==> src/source/mem_pkg.sv <==
package mem_pkg;

    // Data path and address width
    localparam int DATA_W = 32;

    // log2 of the RAM depth in words
    localparam int RAM_AW_DEFAULT = 8;

    // Exception bus layout
    localparam int EXCEPT_W = 9;
    localparam int except_adel = 1; // Load address error
    localparam int except_ades = 0; // Store address error

    typedef logic [EXCEPT_W-1:0] except_t;

    // Memory operation codes, six bits like the pipeline op field
    typedef enum logic [5:0] {
        op_none = 6'h00,
        op_lb   = 6'h20,
        op_lh   = 6'h21,
        op_lw   = 6'h23,
        op_lbu  = 6'h24,
        op_lhu  = 6'h25,
        op_sb   = 6'h28,
        op_sh   = 6'h29,
        op_sw   = 6'h2b
    } mem_op_t;

endpackage

==> src/source/addr_err_log.sv <==
module addr_err_log import mem_pkg::*; (
    input  logic              clk,
    input  logic              rst_n,
    input  logic              addr_err,
    input  logic [DATA_W-1:0] mem_addr,
    input  logic              err_clr,
    output logic              err_seen,
    output logic [DATA_W-1:0] bad_vaddr
);

    logic capture;

    // A fault in the clearing cycle takes the slot
    assign capture = addr_err && (!err_seen || err_clr);

    always_ff @(posedge clk or negedge rst_n) begin
        if (!rst_n) begin
            err_seen  <= 1'b0;
            bad_vaddr <= '0;
        end else if (capture) begin
            err_seen  <= 1'b1;
            bad_vaddr <= mem_addr;
        end else if (err_clr) begin
            err_seen  <= 1'b0;
        end
    end

    // First faulting address is held until released
    a_hold_vaddr: assert property (
        @(posedge clk) disable iff (!rst_n)
        err_seen && !err_clr |=> $stable(bad_vaddr)
    ) else $error("bad_vaddr changed while held");

endmodule

==> config.mk <==
export PLATFORM = sky130hd
export DESIGN_NAME = addr_err_log
export DESIGN_NICKNAME = d
export VERILOG_FILES = /design/src/source/mem_pkg.sv /design/src/source/addr_err_log.sv
export SDC_FILE = /design/constraint.sdc
export NUM_CORES = 1
export LEC_CHECK = 0
export BUFFER_PORTS_ARGS = -buffer_cell sky130_fd_sc_hd__buf_2
export CAP_MARGIN = 20
export CORE_MARGIN = 1.5
export CORE_UTILIZATION = 45
export DETAILED_ROUTE_END_ITERATION = 7
export GPL_ROUTABILITY_DRIVEN = 0
export PLACE_DENSITY = 0.9
export SLEW_MARGIN = 5
export SYNTH_ARGS = -nofsm -noshare
export SYNTH_HDL_FRONTEND = slang
export SYNTH_SLANG_ARGS = --single-unit
==> constraint.sdc <==
create_clock -name clk -period 1.3 [get_ports clk]
set_input_delay 0.13 -clock clk [delete_from_list [all_inputs] [get_ports clk]]
set_output_delay 0.13 -clock clk [all_outputs]
set_load 0.02 [all_outputs]
==> run summary, run 1 <==
Max-slew headroom = 53.3%
Drt drc = 0
CP peak stage delay = 0.41 ns
Total GRT Usage = 16.1%
Hold-critical path endpoint = bad_vaddr[26]$_DFFE_PN0P_
Gr busiest metal = met2
Flop-to-flop setup slack = 0.11 ns
Clock Skews = 0.00558 ns
Async set or reset register ratio after synthesis = 100%
Count of cell types in the netlist = 7
Post-synth top area share = 59.4%
Pwr Density = 1390 nW/um2
Max frequency = 838 MHz
Final std cells w/o fill = 178
Via density = 4.78
Top Ports = 69
Met2 Usage GRT = 26.0%
Synth top area cells = dfrtp_1, mux2_4, buf_12
DRT antenna net count = 0
Via Count = 850
Ant. Diodes = 0
Die Y-Extent = 58.6 um
# port buffers = 68
Kind of critical path = register to register
Met3 Use GR = 5.05%
Crit. Startpoint = err_seen$_DFFE_PN0P_
CTS H-tree lvls = 2
Clock Path Buffers = 2
Global-route wire length before repair = 3.99 mm
Total gr overflow = 0
Final Hold Viols = 0
Reg power frac = 50.1%
Peak VDD IR = 0.661 mV
Util after Layout = 63.4%
Worst reg2reg path depth = 4
RSZ-0062 raised after global routing = no
Net total in the final layout = 182
Mapped Nets = 107
Most frequent cell after synthesis = dfrtp_1
Main synth FF type = dfrtp_1
Starting Density = 48.8%
Internal Power = 1.76 mW
Number of synthesized flops with an enable pin = 0
CTS Root Cell = clkbuf_4
Layout cell share with drive strength beyond 1 = 74.1%
PnR Total Power = 2.51 mW
Ys Warns = 0
Clock-pin slew on the worst setup and hold paths = 0.10 ns
Post-synthesis cell area = 1390 um2
Fin crit share = 91.8%
CP required = 1.50 ns
Post-synthesis average cell area = 19.6 um2
Final setup fails = 0
CP endpoint kind = register
Combinational Power Share = 29.0%
Worst-margin pin slew = 0.701 ns
Sw power = 0.753 mW
Max Slew Vio Count = 0
Area delta synth->final = 30.0%
Leading area contributor after synthesis = dfrtp_1
Routed WL per cell = 14.6 um
TNS Setup = 0 ns
Vias in the first global route = 878
Critical Path Fanout Max = 20
Die area = 3430 um2
CTS buffer count = 5
Hpwl dp = 1.92 mm
Sw Ratio = 30.0%
DRT iter0 DRCs = 26
Crit path arrival time = 1.40 ns
Reg2Reg Capture Point = bad_vaddr[8]$_DFFE_PN0P_
RR Startpoint = err_seen$_DFFE_PN0P_
TritonCTS clock tree = built
Chip Width = 58.6 um
Clock latency on the worst-skew pair = 0.32 ns
Core Rows = 19
Run status = finished, final reports clean
Yosys reg bits = 33
Mapped Cells = 71
Final wirelength = 2.59 mm
MaxCap Viol Count = 0
Final min period = 1.19 ns
# fillers = 215
Drt first pass iters = 2
Post-synth top cells = dfrtp_1, mux2_4, buf_12, mux2_2
Largest net degree at the start of global routing = 34
Leakage power = 0.992 nW
CP Cell Sequence = nand2b_4 -> nand2_4 -> buf_12 -> mux2_4
Crit start category = register
Post-synthesis sequential area ratio = 59.4%
Clock power share = 20.9%
Critical hold path startpoint = mem_addr[26]
Core area = 2850 um2
Global routing usage on met1 = 18.5%
Clock sinks = 33
Inst Count DP = 169
Initial antenna violation count = 0
Min-Delay Path Class = primary input to register
Cells on Worst Hold Path = 2
Crit-path slowest cell = dfrtp_1
[power groups by stage]
stage / Clock, mW / Combinational (mW) / Sequential (mW)
after floorplan: 0 / 0.294 / 1.46
after global placement: 0 / 0.716 / 1.27
after detailed placement: 0 / 0.736 / 1.28
after CTS: 0.546 / 0.740 / 1.26
after global routing: 0.591 / 0.775 / 1.28
final: 0.525 / 0.729 / 1.26
[final cells by class]
class                      instances  area, um2  share of cell area, %
multi-input combinational         35        505                   27.9
sequential                        33        826                   45.6
tap                               31       38.8                   2.14
timing repair buffer              71        390                   21.6
clock buffer                       8       48.8                   2.70
[cells in the final DEF, fill, tap and decap left out]
cell	count
buf_2	68
clkbuf_1	3
or2b_1	1
clkbuf_4	5
nand2_4	1
nand2b_4	1
buf_12	2
mux2_2	2
dlygate4sd3_1	1
dfrtp_1	33
mux2_4	30
[logic make-up after synthesis]
| group | after synthesis | share of synthesized area (%) |
|---|---|---|
| buf+inv | 3 | 4.32 |
| flops | 33 | 59.4 |
| mux | 32 | 34.0 |
| simple gates | 3 | 2.34 |
[routing by layer]
layer | share of wire (%) | vias to the layer above | wire [um]
li1 | - | 394 | -
met1 | 40 | 410 | 1040
met2 | 51 | 40 | 1310
met3 | 7.1 | 6 | 185
met4 | 2.1 | 0 | 55
met5 | 0 | - | 0
[critical path, delay by kind of cell, from the launching register on]
kind	cells	cell delay, ns
DFF	1	0.41
muxes	1	0.31
and+or+nand+nor	2	0.16
buffers and inverters	1	0.19
[sequential cells by signal, indices dropped and copies added, names as in the netlist]
| register | count |
|---|---|
| bad_vaddr | 32 |
| err_seen | 1 |
[metrics by stage]
stage	area, um2	worst slack (ns)	hold WS, ns
2_1_floorplan	1390	0.0616	-0.166
3_3_place_gp	1750	0.151	0.198
3_5_place_dp	1750	0.114	0.226
4_1_cts	1810	0.0976	0.0232
5_1_grt	1810	0.0568	0.0144
6_report	1810	0.107	0.0346
[worst max-delay path by stage]
stage                                            to  slack [ns]
after floorplan            bad_vaddr[0]$_DFFE_PN0P_        0.06
after global placement     bad_vaddr[1]$_DFFE_PN0P_        0.15
after detailed placement   bad_vaddr[9]$_DFFE_PN0P_        0.11
after CTS                  bad_vaddr[8]$_DFFE_PN0P_         0.1
after global routing      bad_vaddr[16]$_DFFE_PN0P_        0.06
final                      bad_vaddr[8]$_DFFE_PN0P_        0.11
[what timing repair did]
action,in CTS,in global routing
endpoints found under the hold margin,33,0
hold buffers,1,0
buffers inserted,0,0
resized for setup,0,0
No activity file was read; power rests on OpenSTA's default activity.
==> run 2, diff against run 1 <==
Settings changed: PLACE_DENSITY 0.9 to not set, PLACE_DENSITY_LB_ADDON set to 0.08.
==> run summary, run 2 (synthesis gave the netlist of run 1 again) <==
Met1 wire length = 1.01 mm
Commonest non-fill, non-tap cell in the layout = buf_2
Final Hold Viols = 0
DRT antenna net count = 0
CTS Root Cell = clkbuf_4
Clock-pin slew on the worst setup and hold paths = 0.10 ns
Met2 Routed Length = 1.12 mm
Critical Path Fanout Max = 15
WL met3 = 229 um
Worst hold slack = 0.0311 ns
Vias in the first global route = 848
Net total in the final layout = 184
Kind of critical path = register to register
Core area = 2850 um2
Worst reg2reg path depth = 4
Worst path depth = 4
TNS Setup = 0 ns
TritonCTS clock tree = built
Die Y-Extent = 58.6 um
Max frequency = 853 MHz
Pwr Density = 1410 nW/um2
Worst-margin pin slew = 0.329 ns
PnR Total Power = 2.61 mW
Peak VDD IR = 0.654 mV
Clock Skews = 0.00555 ns
CP required = 1.51 ns
Leakage power = 1.02 nW
Total gr overflow = 0
CTS H-tree lvls = 2
Cells on Worst Hold Path = 2
Util after Layout = 64.8%
Critical path buffers and inverters = 1
Final wirelength = 2.39 mm
Area delta synth->final = 32.8%
Reg with most FFs = bad_vaddr
Setup repair bufs after CTS = 0
CP endpoint kind = register
Total GRT Usage = 15.2%
Initial antenna violation count = 0
CTS buffer count = 5
Core Rows = 19
DR top layer = met4
RSZ-0062 raised after global routing = no
Layout cell share with drive strength beyond 1 = 75.8%
Via density = 4.72
MaxCap Viol Count = 0
# fillers = 233
DRT iter0 DRCs = 14
CP top delay family = flip-flops
Ant. Diodes = 0
Crit start category = register
Starting Density = 48.8%
Final setup fails = 0
Max-slew headroom = 78.0%
Crit-path slowest cell = dfrtp_1
Run status = finished, final reports clean
Crit path arrival time = 1.38 ns
Regs by FF count = bad_vaddr x32, err_seen x1
Largest register FFs = 32
Most frequent cells in the layout = buf_2, dfrtp_1, mux2_4
Clock Path Buffers = 2
Max Slew Vio Count = 0
Drt drc = 0
# port buffers = 68
CP Cell Sequence = nand2b_4 -> nand2_4 -> buf_12 -> mux2_2
Clock latency on the worst-skew pair = 0.32 ns
Routed WL per cell = 13.3 um
Fin crit share = 90.1%
Global-route wire length before repair = 3.71 mm
Min-Delay Path Class = primary input to register
Chip Width = 58.6 um
CP peak stage delay = 0.39 ns
Top Ports = 69
Largest net degree at the start of global routing = 20
Via Count = 849
Drt first pass iters = 2
Die area = 3430 um2
Clock sinks = 33
Final min period = 1.17 ns
Hpwl dp = 1.76 mm
## run 2: final timing paths
check | from | to | slack (ns)
hold reg to reg | bad_vaddr[31]$_DFFE_PN0P_ | bad_vaddr[31]$_DFFE_PN0P_ | 0.51
min in group asynchronous | rst_n | bad_vaddr[29]$_DFFE_PN0P_ | 0.22
setup / recovery | err_seen$_DFFE_PN0P_ | bad_vaddr[28]$_DFFE_PN0P_ | 0.13
max in group asynchronous | rst_n | bad_vaddr[31]$_DFFE_PN0P_ | 0.51
setup reg to reg | err_seen$_DFFE_PN0P_ | bad_vaddr[28]$_DFFE_PN0P_ | 0.13
hold / removal | mem_addr[19] | bad_vaddr[19]$_DFFE_PN0P_ | 0.03
## run 2: report_power, final
part,internal (mW),switching (mW)
Clock,0.313,0.319
Sequential,1.17,0.0790
Combinational,0.371,0.355
## run 2: layer usage
metal  track usage (%)  vias to the layer above
li1                  -                      397
met1              17.7                      402
met2              23.0                       45
met3              7.91                        5
met4              7.47                        0
met5                 0                        -
## run 2: cell type report
type	count	area [um2]	share of cell area (%)
sequential	33	826	44.7
multi-input combinational	35	505	27.4
timing repair buffer	73	408	22.1
clock buffer	7	65.1	3.52
tap	31	38.8	2.10
clock inverter	1	5.00	0.271
## run 2: stage by stage
stage                     setup slack, ns  instances  instance area [um2]
after detailed placement            0.126        170                 1760
after CTS                           0.114        179                 1840
after global placement              0.155        170                 1760
after floorplan                    0.0616         71                 1390
final                               0.128        180                 1850
after global routing               0.0754        180                 1850
## run 2: timing repair
action,4_1_cts,5_1_grt
hold buffers,1,1
endpoints found under the setup margin,0,0
hold endpoints to repair,14,1
gates resized for setup,0,0
