**config.mk**
```make
export PLATFORM = sky130hd
export DESIGN_NAME = mem_wb_reg
export DESIGN_NICKNAME = d
export VERILOG_FILES = /design/src/source/mem_pkg.sv /design/src/source/mem_wb_reg.sv
export SDC_FILE = /design/constraint.sdc
export NUM_CORES = 1
export LEC_CHECK = 0
export ABC_AREA = 1
export BUFFER_PORTS_ARGS = -buffer_cell sky130_fd_sc_hd__buf_2
export CAP_MARGIN = 30
export CORE_AREA = 8 8 68 70
export DETAILED_ROUTE_END_ITERATION = 7
export DIE_AREA = 0 0 76 78
export GPL_ROUTABILITY_DRIVEN = 0
export GPL_TIMING_DRIVEN = 0
export PLACE_DENSITY = 0.79
export SLEW_MARGIN = 20
export SYNTH_ARGS = -nofsm -noshare
export SYNTH_HDL_FRONTEND = slang
export SYNTH_SLANG_ARGS = --single-unit
```
**constraint.sdc**
```tcl
create_clock -name clk -period 0.8 [get_ports clk]
set_input_delay 0 -clock clk [delete_from_list [all_inputs] [get_ports clk]]
set_output_delay 0 -clock clk [all_outputs]
set_load 0.05 [all_outputs]
```
**src/source/mem_pkg.sv**
```systemverilog
package mem_pkg;

    // Data path and address width
    localparam int DATA_W = 32;

    // log2 of the RAM depth in words
    localparam int RAM_AW_DEFAULT = 8;

    // Exception bus layout
    localparam int EXCEPT_W = 9;
    localparam int except_adel = 1; // Load address error
    localparam int except_ades = 0; // Store address error

    typedef logic [EXCEPT_W-1:0] except_t;

    // Memory operation codes, six bits like the pipeline op field
    typedef enum logic [5:0] {
        op_none = 6'h00,
        op_lb   = 6'h20,
        op_lh   = 6'h21,
        op_lw   = 6'h23,
        op_lbu  = 6'h24,
        op_lhu  = 6'h25,
        op_sb   = 6'h28,
        op_sh   = 6'h29,
        op_sw   = 6'h2b
    } mem_op_t;

endpackage

```
**src/source/mem_wb_reg.sv**
```systemverilog
module mem_wb_reg import mem_pkg::*; (
    input  logic              clk,
    input  logic              rst_n,
    input  logic              mem_en,
    input  logic [DATA_W-1:0] load_data,
    input  except_t           master_except,
    input  except_t           slave_except,
    output logic              wb_valid,
    output logic [DATA_W-1:0] wb_rdata,
    output except_t           wb_master_except,
    output except_t           wb_slave_except
);

    always_ff @(posedge clk or negedge rst_n) begin
        if (!rst_n) begin
            wb_valid         <= 1'b0;
            wb_rdata         <= '0;
            wb_master_except <= '0;
            wb_slave_except  <= '0;
        end else begin
            wb_valid         <= mem_en; // Marks a live slot in writeback
            wb_rdata         <= load_data;
            wb_master_except <= master_except;
            wb_slave_except  <= slave_except;
        end
    end

endmodule

```
==> results of run 1 <==
==> placed cells by master, fill, tap and decap left out <==
master         netlist  layout
buf_12               0       1
buf_2                0      51
buf_6                0      51
clkbuf_1             0       1
clkbuf_4             0       6
clkbuf_8             0       2
dfrtp_1             51      51
dlygate4sd3_1        0      52
==> power by group through the flow <==
stage	Sequential [uW]	Combinational (uW)	Clock (uW)
detailed placement	2790	814	0
CTS	2770	1170	1290
finish	2770	1180	1220
floorplan	3270	0	0
global route	2790	1240	1360
global placement	2780	788	0
==> area by class of cell <==
cell class            instances  area share, %
timing repair buffer        156           49.5
tap                          48           2.16
clock buffer                  8           2.47
sequential                   51           45.9
==> path summary, 6_finish.rpt <==
| kind | startpoint | endpoint | cells after the start |
|---|---|---|---|
| min in group clk | load_data[26] | wb_rdata[26] | 2 |
| hold / removal | rst_n | wb_rdata[19] | 2 |
| max in group asynchronous | rst_n | wb_rdata[2] | 3 |
| setup / recovery | wb_rdata[16] | wb_rdata[16] | 1 |
==> cells by family (layout without fill, tap and decap cells) <==
logic type / Yosys count / after routing / share of synthesized area (%)
flip-flops: 51 / 51 / 100
buffers and inverters: 0 / 164 / 0
==> flip-flops by register name, summed over array words and instances (netlist names) <==
register and cells:
wb_rdata 32, wb_master_except 9, wb_slave_except 9, wb_valid 1
==> layer usage <==
layer | up-vias | routed length (um) | share of wire, % | GRT usage [%]
li1 | 481 | - | - | -
met1 | 501 | 1420 | 32 | 13.2
met2 | 66 | 2320 | 53 | 27.5
met3 | 9 | 545 | 12 | 8.29
met4 | 0 | 87 | 2.0 | 6.86
met5 | - | 0 | 0 | 0
==> repair_timing <==
action                                  CTS  global route
pin swaps                                 0             0
endpoints found under the setup margin   51            69
endpoints found under the hold margin    74             0
resized for setup                       102             1
hold buffers                             52             0
==> through the flow <==
step                      utilization (%)  area (um^2)  setup WS (ns)  hold slack (ns)  setup TNS, ns
after floorplan                         -         1280          0.214           -0.296              0
after global placement               52.1         1850        -0.0858            0.107          -4.26
after detailed placement             52.7         1870          0.212           0.0109              0
after CTS                            78.3         2780         -0.144            0.140          -6.15
after global routing                 78.4         2780         -0.163            0.121          -7.24
final                                78.4         2780         -0.131            0.111          -5.04
==> out/metrics.csv, run 1 <==
metric,value,unit
outcome,"complete, but fails checks",
violated checks,negative setup slack,
number of synthesized flops with an enable pin,0,
io pins,104,
"FF+latch count, synth",51,
Switching Share,27.7,%
Slew @ Worst Pin,0.337,ns
buffer and inverter count on the worst path,1,
Starting DRT DRC Count,14,
layout cells sized above 1,51.6,%
"Slew Viols, Final",0,
total CTS buffers,5,
Worst setup SP type,flip-flop,
Crit. End Element,output port,
Multi-In Gates,0,
global route overflow,0,
Final nets,267,
asr flop ratio synth,100,%
die area,5930,um^2
setup bufs post-CTS,0,
sequential share of the synthesized area,100,%
Tot GR Track Use,15.1,%
top-area cell type share of the netlist area,100,%
CP max stage delay,0.42,ns
DRT Pass-1 Iters,3,
htree depth,2,
LEAKAGE,0.00137,uW
most frequent cells after synthesis,dfrtp_1 (51),
slowest CP cell,dfrtp_1,
n_diodes,0,
CTS Root Cell,clkbuf_4,
number of I/O port buffers,103,
chip height,78,um
synthesized netlist cell count,51,
CP Data Arrival Time,0.93,ns
Final Hold Vio Count,0,
fin crit period,0.931,ns
P_int,3740,uW
Longest Clk Path Bufs,2,
post-route setup slack,-0.131,ns
power per cell area,1860,nW/um^2
first-pass GRT wire length,6930,um
sw power,1430,uW
period utilization,116,%
Peak supply drop,1340,uV
final-report setup violation count,51,
Comb power frac,22.8,%
Fmax,1070,MHz
# Max-Cap Violations,0,
crit-path cells,buf_6,
core area,3550,um^2
predominant post-synthesis flop cell,dfrtp_1,
WS Path Type,reg2out,
synthesized area,1280,um^2
area of the multi-input gates,0,um^2
CTS tree,yes,
Sinks on Clock Net,51,
vias in the first global route,1340,
"Clk pin slew, worst setup/hold paths",0.12,ns
DR vias,1057,
Hold Crit Class,in2async,
wire length per cell after detailed routing,16.7,um
total power,5170,uW
fillers,171,
top-count cell post-synth,dfrtp_1,
Non-Filler Instances,263,
CP Data Required Time,0.80,ns
post-synth net total,104,
Rel. slew slack,77.5,%
row cnt,22,
syn_area_per_cell,25.0,um^2
Sequential Power Share,53.6,%
CP max FO,1,
synth unique cells,1,
Synth area leader,dfrtp_1,
synth-to-layout area growth,118,%
initial antenna violation count,0,
clock share of power,23.5,%
Antenna Nets Post-Route,0,
"top cells by area, synth",dfrtp_1 (100%),
largest net degree at the start of global routing,29,
via/cell ratio,4.02,
DRC Markers,0,
RSZ-0062 raised after global routing,yes,
# placed instances,203,
CP top delay family,flip-flops,
drt total wl,4380,um
Starting Density,35.9,%
Reg area,1280,um^2
yosys warns,0,
Die Wd,76,um
Power figures use the tool's default switching activity.
==> inputs of run 2 (changes only) <==
- CELL_PAD_IN_SITES_DETAIL_PLACEMENT: unset -> 1
- CELL_PAD_IN_SITES_GLOBAL_PLACEMENT: unset -> 2
- CORE_AREA: 8 8 68 70 -> 8 8 84 86
- DIE_AREA: 0 0 76 78 -> 0 0 92 94
- MAX_ROUTING_LAYER: unset -> met4
==> out/metrics.csv, run 2 (same netlist as run 1, synthesis figures left out) <==
metric,value,unit,change
final hold slack,-0.309,ns,was 0.111 ns
DR vias,1044,,was 1057
Sequential Power Share,50.6,%,was 53.6%
Fmax,1170,MHz,was 1070 MHz
cts hold-fix bufs,51,,was 52
Hold Crit Class,in2async,,unchanged
hpwl dp,2870,um,
via/cell ratio,3.61,,was 4.02
Sinks on Clock Net,51,,unchanged
buffer and inverter count on the worst path,1,,unchanged
drt total wl,4300,um,was 4380 um
Multi-In Gates,0,,unchanged
area of the multi-input gates,0,um^2,unchanged
outcome,"complete, but fails checks",,unchanged
DRC Markers,0,,unchanged
Final nets,266,,was 267
Switching Share,26.8,%,was 27.7%
largest net degree at the start of global routing,28,,was 29
# Max-Cap Violations,0,,unchanged
Peak supply drop,861,uV,was 1340 uV
biggest registers after layout,"wb_rdata: 32 flops, wb_master_except: 9 flops, wb_slave_except: 9 flops",,unchanged
row cnt,28,,was 22
LEAKAGE,0.00138,uW,was 0.00137 uW
Rel. slew slack,62.4,%,was 77.5%
"commonest non-fill, non-tap cell in the layout",buf_2,,was dlygate4sd3_1
io pins,104,,unchanged
clock share of power,28.1,%,was 23.5%
Largest Register,wb_rdata,,unchanged
CP top delay family,flip-flops,,unchanged
Final Hold Vio Count,24,,was 0
Starting Density,22.2,%,was 35.9%
n_diodes,0,,unchanged
sw power,1470,uW,was 1430 uW
max reg flops,32,,unchanged
htree depth,2,,unchanged
CTS Root Cell,clkbuf_8,,was clkbuf_4
CP Data Required Time,0.80,ns,about the same
total CTS buffers,5,,unchanged
Slew @ Worst Pin,0.564,ns,was 0.337 ns
core area,5750,um^2,was 3550 um^2
post-route setup slack,-0.0511,ns,was -0.131 ns
RSZ-0062 raised after global routing,yes,,unchanged
number of I/O port buffers,103,,unchanged
fin crit period,0.851,ns,was 0.931 ns
# placed instances,230,,was 203
Crit path depth,1,,unchanged
layout cells sized above 1,51.9,%,was 51.6%
initial antenna violation count,0,,unchanged
DRT Pass-1 Iters,3,,unchanged
power per cell area,1930,nW/um^2,was 1860 nW/um^2
CP Data Arrival Time,0.85,ns,was 0.93 ns
CP max FO,1,,unchanged
chip height,94,um,was 78 um
setup bufs post-CTS,0,,unchanged
Die Wd,92,um,was 76 um
"commonest cells after routing, fill and taps aside","buf_2 (52), dlygate4sd3_1 (51), buf_6 (51), dfrtp_1 (51), clkbuf_8 (7)",,"was dlygate4sd3_1 (52), buf_2 (51), buf_6 (51), dfrtp_1 (51), clkbuf_4 (6)"
Non-Filler Instances,289,,was 263
Fin Setup TNS,-1.18,ns,was -5.04 ns
CTS tree,yes,,unchanged
violated checks,"negative hold slack, negative setup slack",,was negative setup slack
synth-to-layout area growth,122,%,was 118%
Antenna Nets Post-Route,0,,unchanged
CP max stage delay,0.40,ns,was 0.42 ns
WS Path Type,reg2out,,unchanged
period utilization,106,%,was 116%
Tot GR Track Use,10.8,%,was 15.1%
"Clk pin slew, worst setup/hold paths",0.09,ns,was 0.12 ns
vias in the first global route,1343,,was 1340
final-report setup violation count,51,,unchanged
P_int,4010,uW,was 3740 uW
Comb power frac,21.4,%,was 22.8%
global route overflow,0,,unchanged
Longest Clk Path Bufs,2,,unchanged
crit-path cells,buf_6,,unchanged
Worst setup SP type,flip-flop,,unchanged
slowest CP cell,dfrtp_1,,unchanged
first-pass GRT wire length,6740,um,was 6930 um
die area,8650,um^2,was 5930 um^2
wire length per cell after detailed routing,14.9,um,was 16.7 um
Crit. End Element,output port,,unchanged
Starting DRT DRC Count,66,,was 14
"Slew Viols, Final",0,,unchanged
## run 2: cell count changes in the layout (fill, tap and decap cells not counted)
cell           previous run  this run
dlygate4sd3_1            52        51
buf_2                    51        52
clkbuf_8                  2         7
clkbuf_4                  6         0
## run 2: layer usage
layer  part of all wire, %  up-vias  global-route usage (%)
li1                      -      476                       -
met1                    29      515                    7.99
met2                    62       51                    22.0
met3                   8.1        2                    4.64
met4                  0.70        0                    4.03
met5                     0        -                       -
## run 2: area by class of cell
type	instances	area, um^2
Tap cell	75	93.8
Sequential cell	51	1280
Timing Repair Buffer	155	1370
Fill cell	583	2910
Clock buffer	8	100
## run 2: what timing repair did
item / CTS / global route
setup endpoints to repair: 51 / 51
resized for setup: 102 / 0
endpoints found under the hold margin: 75 / 24
## run 2: final timing paths
kind | start | end | slack [ns]
setup / recovery | wb_rdata[26] | wb_rdata[26] | -0.05
hold / removal | rst_n | wb_rdata[15] | -0.31
max in group asynchronous | rst_n | wb_rdata[10] | 0.58
min in group clk | slave_except[0] | wb_slave_except[0] | 0.34
## run 2: metrics by stage
stage               util (%)  cell area, um^2  worst slack (ns)  hold slack (ns)  total power [uW]
floorplan                  -             1280             0.214           -0.296              3270
global placement        32.8             1890            -0.124            0.108              3570
detailed placement      33.2             1910             0.198           0.0336              3610
CTS                     49.3             2840           -0.0630           -0.299              5590
global route            49.3             2840           -0.0928           -0.291              5760
finish                  49.3             2840           -0.0511           -0.309              5470
## run 2: power by group through the flow
stage	Combinational (uW)	Sequential, uW	Clock [uW]
after floorplan	0	3270	0
after global placement	795	2780	0
after detailed placement	820	2790	0
after CTS	1180	2770	1640
after global routing	1230	2780	1750
final	1170	2770	1540
