--- src/source/mem_pkg.sv ---
package mem_pkg;

    // Data path and address width
    localparam int DATA_W = 32;

    // log2 of the RAM depth in words
    localparam int RAM_AW_DEFAULT = 8;

    // Exception bus layout
    localparam int EXCEPT_W = 9;
    localparam int except_adel = 1; // Load address error
    localparam int except_ades = 0; // Store address error

    typedef logic [EXCEPT_W-1:0] except_t;

    // Memory operation codes, six bits like the pipeline op field
    typedef enum logic [5:0] {
        op_none = 6'h00,
        op_lb   = 6'h20,
        op_lh   = 6'h21,
        op_lw   = 6'h23,
        op_lbu  = 6'h24,
        op_lhu  = 6'h25,
        op_sb   = 6'h28,
        op_sh   = 6'h29,
        op_sw   = 6'h2b
    } mem_op_t;

endpackage

--- src/source/mem_access.sv ---
module mem_access import mem_pkg::*; (
    input  logic              mem_en,
    input  mem_op_t           mem_op,
    input  logic [DATA_W-1:0] mem_addr,
    input  logic [DATA_W-1:0] mem_wdata,
    output logic [DATA_W-1:0] load_data,

    input  logic [DATA_W-1:0] ram_rdata,
    output logic              ram_en,
    output logic [3:0]        ram_wen,
    output logic [DATA_W-1:0] ram_addr,
    output logic [DATA_W-1:0] ram_wdata,

    input  logic              master_mem_sel,
    input  logic              slave_mem_sel,
    input  except_t           master_except_in,
    input  except_t           slave_except_in,
    output except_t           master_except,
    output except_t           slave_except,
    output logic              addr_err
);

    logic       adel;
    logic       ades;
    logic [3:0] wen_lane;
    logic [7:0] rd_byte;
    logic [15:0] rd_half;
    logic       master_clean;
    logic       slave_clean;

    // Lanes picked by the low address bits
    assign rd_byte = ram_rdata[8*mem_addr[1:0] +: 8];
    assign rd_half = mem_addr[1] ? ram_rdata[31:16] : ram_rdata[15:0];

    always_comb begin
        adel      = 1'b0;
        ades      = 1'b0;
        wen_lane  = 4'b0000;
        load_data = '0;
        ram_wdata = '0;
        case (mem_op)
            op_lw: begin
                adel = mem_addr[1:0] != 2'b00;
                if (!adel)
                    load_data = ram_rdata;
            end
            op_lh: begin
                adel = mem_addr[0];
                if (!adel)
                    load_data = {{16{rd_half[15]}}, rd_half}; // Sign extend
            end
            op_lhu: begin
                adel = mem_addr[0];
                if (!adel)
                    load_data = {16'h0000, rd_half};
            end
            op_lb: begin
                load_data = {{24{rd_byte[7]}}, rd_byte};
            end
            op_lbu: begin
                load_data = {24'h000000, rd_byte};
            end
            op_sw: begin
                ades      = mem_addr[1:0] != 2'b00;
                ram_wdata = mem_wdata;
                if (!ades)
                    wen_lane = 4'b1111;
            end
            op_sh: begin
                ades      = mem_addr[0];
                ram_wdata = {2{mem_wdata[15:0]}}; // Half-word on both lanes
                if (!ades)
                    wen_lane = mem_addr[1] ? 4'b1100 : 4'b0011;
            end
            op_sb: begin
                ram_wdata = {4{mem_wdata[7:0]}};
                wen_lane  = 4'b0001 << mem_addr[1:0];
            end
            default: begin
                wen_lane = 4'b0000;
            end
        endcase
    end

    // Address errors land only on the slot that owns the access
    always_comb begin
        master_except = master_except_in;
        slave_except  = slave_except_in;
        master_except[except_adel] = master_mem_sel & adel;
        master_except[except_ades] = master_mem_sel & ades;
        slave_except[except_adel]  = slave_mem_sel & adel;
        slave_except[except_ades]  = slave_mem_sel & ades;
    end

    assign master_clean = ~(|master_except);
    assign slave_clean  = ~(|slave_except);

    // An older-slot fault also blocks the younger slot
    assign ram_en = mem_en && ((master_mem_sel && master_clean) ||
                               (slave_mem_sel && master_clean && slave_clean));
    assign ram_wen  = wen_lane & {4{ram_en}};
    assign ram_addr = mem_addr;

    assign addr_err = master_except[except_adel] | master_except[except_ades] |
                      slave_except[except_adel] | slave_except[except_ades];

    always_comb begin
        if (ram_wen != 4'b0000)
            a_wen_store: assert (mem_op inside {op_sw, op_sh, op_sb})
                else $error("ram_wen set for non-store op %0h", mem_op);
    end

endmodule

--- config.mk ---
export PLATFORM = sky130hd
export DESIGN_NAME = mem_access
export DESIGN_NICKNAME = d
export VERILOG_FILES = /design/src/source/mem_pkg.sv /design/src/source/mem_access.sv
export SDC_FILE = /design/constraint.sdc
export NUM_CORES = 1
export LEC_CHECK = 0
export BUFFER_PORTS_ARGS = -buffer_cell sky130_fd_sc_hd__buf_2
export CAP_MARGIN = 10
export CORE_AREA = 5 5 90 92
export DETAILED_ROUTE_END_ITERATION = 10
export DIE_AREA = 0 0 95 97
export GPL_TIMING_DRIVEN = 0
export PLACE_DENSITY = 0.72
export SYNTH_ARGS = -nofsm -noshare
export SYNTH_HDL_FRONTEND = slang
export SYNTH_SLANG_ARGS = --single-unit
--- constraint.sdc ---
create_clock -name vclk -period 3.5
set_input_delay 0.525 -clock vclk [all_inputs]
set_output_delay 0.525 -clock vclk [all_outputs]
set_load 0.05 [all_outputs]
==> results by group, run 1 <==
STA
  • RSZ-0062 raised after global routing: no
  • Final Hold Fails: 0
  • Final Setup Violations: 0
  • Slew margin rel.: 0.534
  • Final hold slack: 1350 ps
  • Fin. max-slew vios: 0
  • Max Freq: around 0.33 GHz
  • Setup tns final: 0 ps
  • Worst-Margin Slew: 698 ps
  • Fin crit share: 0.877
  • Final Critical Period: around 3100 ps

Place
  • Final HPWL DP: 7750 µm
  • Placed cells: 550
  • Final Wtd Congestion: a little over 0.8
  • IO Port Bufs: 207

Die
  • Initial core utilization: 0.234
  • Placeable Area: a little over 7000 µm²
  • Die height: 97 µm
  • Cell row count: 31
  • Top Ports: 243
  • Die width: 95 µm
  • Die area: 9220 µm²

Synthesis
  • Synth cell types: 34
  • Post-synth top area cell: buf_4
  • Cells after synthesis: around 240
  • Post-Synth XOR/XNOR Area: 0.00525
  • Post-synthesis compound-gate area fraction: 0.278
  • Syn_nets: 367
  • Post-Syn Area: 1670 µm²
  • Yosys top cell area share: 0.212
  • Synth warn: 0
  • Avg Inst Size Synth: 6.84 µm²
  • Synth Area in Adders: 0
  • Synth area leaders: buf_4 (21%), mux4_2 (11%), nand2_1 (10%)
  • Most instantiated library cell after synthesis: buf_4
  • Post-synthesis simple-gate area fraction: 0.278
  • Sequential share of the synthesized area: 0
  • Largest family of logic cells by synthesized area: compound AO/OA/AOI/OAI gates
  • Top cells by count, synth: buf_4 (47), nand2_1 (45), a21oi_1 (20), nor2_1 (20), a21o_1 (16)
  • Mux cell area share after synthesis: 0.175

Global routing
  • Grt ovf: 0
  • Largest net degree at the start of global routing: 11
  • First-pass GRT wire length: 13500 µm
  • Vias in the first global route: approximately 2.6k
  • Initial antenna violation count: 0
  • Total GRT Usage: 0.178

Finish
  • Layout cells sized above 1: 0.639
  • Register area: 0 µm²
  • Area Overhead vs Synth: 69.5%
  • Clk_buf instances: 0
  • Fill count: 817
  • Ant diodes: 0
  • Layout Nets: 576
  • Sequential cell count: 0
  • Fin cells: between 500 and 600

Detailed routing
  • WL final: around 9000 µm
  • DRC violation count after routing: 0
  • Vias: around 2.6k
  • WL/cell: about 16 µm
  • Vias per inst: about 4.7
  • Met1 wire length: around 3500 µm
  • Initial drt markers: 99
  • Routed wl met2: approximately 4800 µm
  • Top Layer Used: met4
  • Antenna-violating nets left: 0
  • Iteration count of the initial detailed-routing pass: 4
  • Met3 Wirelength: between 600 and 700 µm

Clock tree
  • Postcts setup bufs: 0
  • Cts hold-fix bufs: 0
  • PostCTS Resize Cnt: 0

Critical path
  • Critical setup path kind: input port to primary output
  • CP Data Required Time: a little under 3000 ps
  • CP max FO: 10
  • Critical path endpoint category: primary output
  • Arr. time, crit path: around 2500 ps
  • Critical Path Start Type: input port

Pwr
  • VDD IR-drop max: 0.0620 mV
  • Pwr/cell area: 135 nW/µm²
  • Leak: between 1.5 and 2 nW

Min path
  • Hold crit path type: input port to primary output

Status
  • Run status: finished, final reports clean

Job
  • Max Cap Violations: 0
-- placed cells by master (no fill, tap or decap), types with 2 or more instances in the layout --
master    count
clkbuf_1      8
nor2_1       20
a21o_1       16
buf_2       217
mux2_2        9
nor3_2        2
a32oi_1       8
and4_1        2
and4b_1       2
a22oi_1       9
mux4_2        8
nor4_1        2
a21oi_1      20
and2_1       10
nor4b_1       2
nand2_1      45
buf_4        47
nor2b_1       2
a221o_1       7
-- path summary, 6_finish.rpt --
path    startpoint       endpoint  slack (ps)  depth (start not counted)
max      mem_op[3]  load_data[21]         430                          8
min   mem_addr[15]   ram_addr[15]        1350                          2
-- per-layer routing --
| metal | global-route usage | vias to the layer above |
|---|---|---|
| li1 | - | 1253 |
| met1 | 0.215 | 1189 |
| met2 | 0.344 | 148 |
| met3 | 0.0132 | 6 |
| met4 | 0.0178 | 0 |
| met5 | 0 | - |
-- where the power goes --
group	internal (mW)	switching (mW)
clock network	0	0
logic	0.137	0.245
registers	0	0
total	0.137	0.245
-- final cells by class --
| type | instances | area, µm² | area share |
|---|---|---|---|
| Timing Repair Buffer | 207 | 1040 | 0.366 |
| Inverter | 2 | 7.51 | 0.00265 |
| Multi-Input combinational cell | 177 | 1230 | 0.434 |
| Tap cell | 99 | 124 | 0.0438 |
| Buffer | 65 | 433 | 0.153 |
-- stage by stage --
stage	utilization	worst slack (ps)	total power [mW]	area, µm²
final	0.396	432	0.382	2830
after global routing	0.396	282	0.405	2830
after CTS	0.396	473	0.383	2830
after detailed placement	0.396	481	0.382	2830
after global placement	0.396	555	0.376	2830
after floorplan	-	735	0.261	1670
-- worst max-delay path: stages --
cell,delay [ps]
buf_2,130
nor3b_1,320
buf_2,300
nand3_1,190
a21oi_2,400
buf_2,300
a21o_1,110
buf_2,250
-- logic make-up (layout without fill, tap and decap cells) --
kind of cell | after synthesis | in the layout
compound gates | 64 | 64
xor+xnor | 1 | 1
buf+inv | 67 | 274
mux | 18 | 18
simple gates | 94 | 94
(Power assumes the default switching activity.)
==> inputs of run 2 (changes only) <==
Settings changed: CORE_AREA 5 5 90 92 to 2 2 95 97, DIE_AREA 0 0 95 97 to 0 0 97 99, PLACE_DENSITY 0.72 to not set.
==> results by group, run 2 (same netlist as run 1, synthesis figures left out) <==
Finish
  • Register area: 0 µm²
  • Fill count: between 900 and 1k
  • Commonest non-fill, non-tap cells in the layout: buf_2 (217), buf_4 (47), nand2_1 (45)
  • Fin util: 0.332
  • Multi-input gate area: 1230 µm²
  • Area Overhead vs Synth: 70.2%
  • Final instance area: 2840 µm²
  • Layout Nets: roughly 580
  • Most common cell after layout, fill and taps aside: buf_2
  • Fin cells: around 560
  • Sequential cell count: 0
  • Layout cells sized above 1: 0.639
  • Ant diodes: 0
  • Clk_buf instances: 0

Global routing
  • Vias in the first global route: roughly 2.4k
  • Met1 usage: 0.195
  • First-pass GRT wire length: approximately 12000 µm
  • Total GRT Usage: 0.153
  • GR peak layer: met2
  • Met2 Use GR: 0.293
  • GR Layer Usage met3: 0.0128
  • Initial antenna violation count: 0
  • Grt ovf: 0
  • Largest net degree at the start of global routing: 11

Pwr
  • VDD IR-drop max: about 0.063 mV
  • Combinational power share: 1.000
  • Internal: between 0.1 and 0.15 mW
  • Total power draw: ~0.38 mW
  • Sequential power share: 0
  • Pwr/cell area: ~130 nW/µm²
  • Clock group share of total power: 0
  • Psw: around 0.24 mW
  • Leak: between 1.5 and 2 nW
  • Switching Share: 0.640

Die
  • Initial core utilization: 0.195
  • Placeable Area: about 8600 µm²
  • Die width: ~97 µm
  • Die height: slightly below 100 µm
  • Cell row count: 34
  • Die area: 9600 µm²
  • Top Ports: 243

Critical path
  • Top delay family on crit path: buffers and inverters
  • WP depth: 8
  • CP Data Required Time: a little under 3000 ps
  • CP peak stage delay: roughly 400 ps
  • Critical path endpoint category: primary output
  • Crit path top cell by count: buf_2
  • Critical Path Start Type: input port
  • Crit-path slowest cell: a21oi_2
  • Worst-path cell chain: buf_2, nor3b_1, buf_2, nand3_1, a21oi_2, buf_2, a21o_1, buf_2
  • CP max FO: 10
  • Arr. time, crit path: 2440 ps
  • Buffers and inverters on the worst path: 4
  • Critical setup path kind: input port to primary output

Detailed routing
  • WL final: 8450 µm
  • WL/cell: approximately 15 µm
  • DRC violation count after routing: 0
  • Vias: roughly 2.6k
  • Vias per inst: 4.67
  • Antenna-violating nets left: 0
  • Iteration count of the initial detailed-routing pass: 4
  • Initial drt markers: 110

STA
  • RSZ-0062 raised after global routing: no
  • Fin crit share: 0.847
  • Final Critical Period: slightly below 3000 ps
  • Setup WS post-layout: around 540 ps
  • Final Hold Fails: 0
  • Slew margin rel.: 0.550
  • Final Setup Violations: 0
  • Fin. max-slew vios: 0
  • Worst-Margin Slew: about 680 ps
  • Setup tns final: 0 ps
  • Max Freq: around 0.34 GHz
  • Final hold slack: 1350 ps

Clock tree
  • Cts hold-fix bufs: 0
  • PostCTS Resize Cnt: 0
  • Postcts setup bufs: 0

Place
  • IO Port Bufs: 207
  • Final Wtd Congestion: between 0.7 and 0.8
  • Final HPWL DP: 7100 µm
  • Placed cell area: 2840 µm²
  • Placed cells: ~560
  • Pre-CTS WS: approximately 580 ps

Min path
  • Worst Hold Depth: 2
  • Hold crit path type: input port to primary output

Job
  • Max Cap Violations: 0

Status
  • Run status: finished, final reports clean
-- run 2: power groups by stage --
stage	Clock [mW]	Sequential, mW	Combinational, mW
after detailed placement	0	0	0.380
after floorplan	0	0	0.261
after global placement	0	0	0.375
after CTS	0	0	0.381
final	0	0	0.379
after global routing	0	0	0.400
-- run 2: cell type report --
| cell class | instances | share of cell area |
|---|---|---|
| Buffer | 65 | 0.152 |
| Inverter | 2 | 0.00264 |
| Multi-Input combinational cell | 177 | 0.432 |
| Tap cell | 108 | 0.0476 |
| Timing Repair Buffer | 207 | 0.365 |
-- run 2: path summary, 6_finish.rpt --
kind / startpoint / to / slack, ps
min: mem_addr[26] / ram_addr[26] / 1350
max: mem_op[3] / load_data[18] / 540
-- run 2: per-layer routing --
layer | part of all wire | routed length [µm] | vias up
li1 | - | - | 1255
met1 | 0.41 | 3490 | 1227
met2 | 0.52 | 4430 | 122
met3 | 0.059 | 501 | 4
met4 | 0.0037 | 31 | 0
met5 | 0 | 0 | -
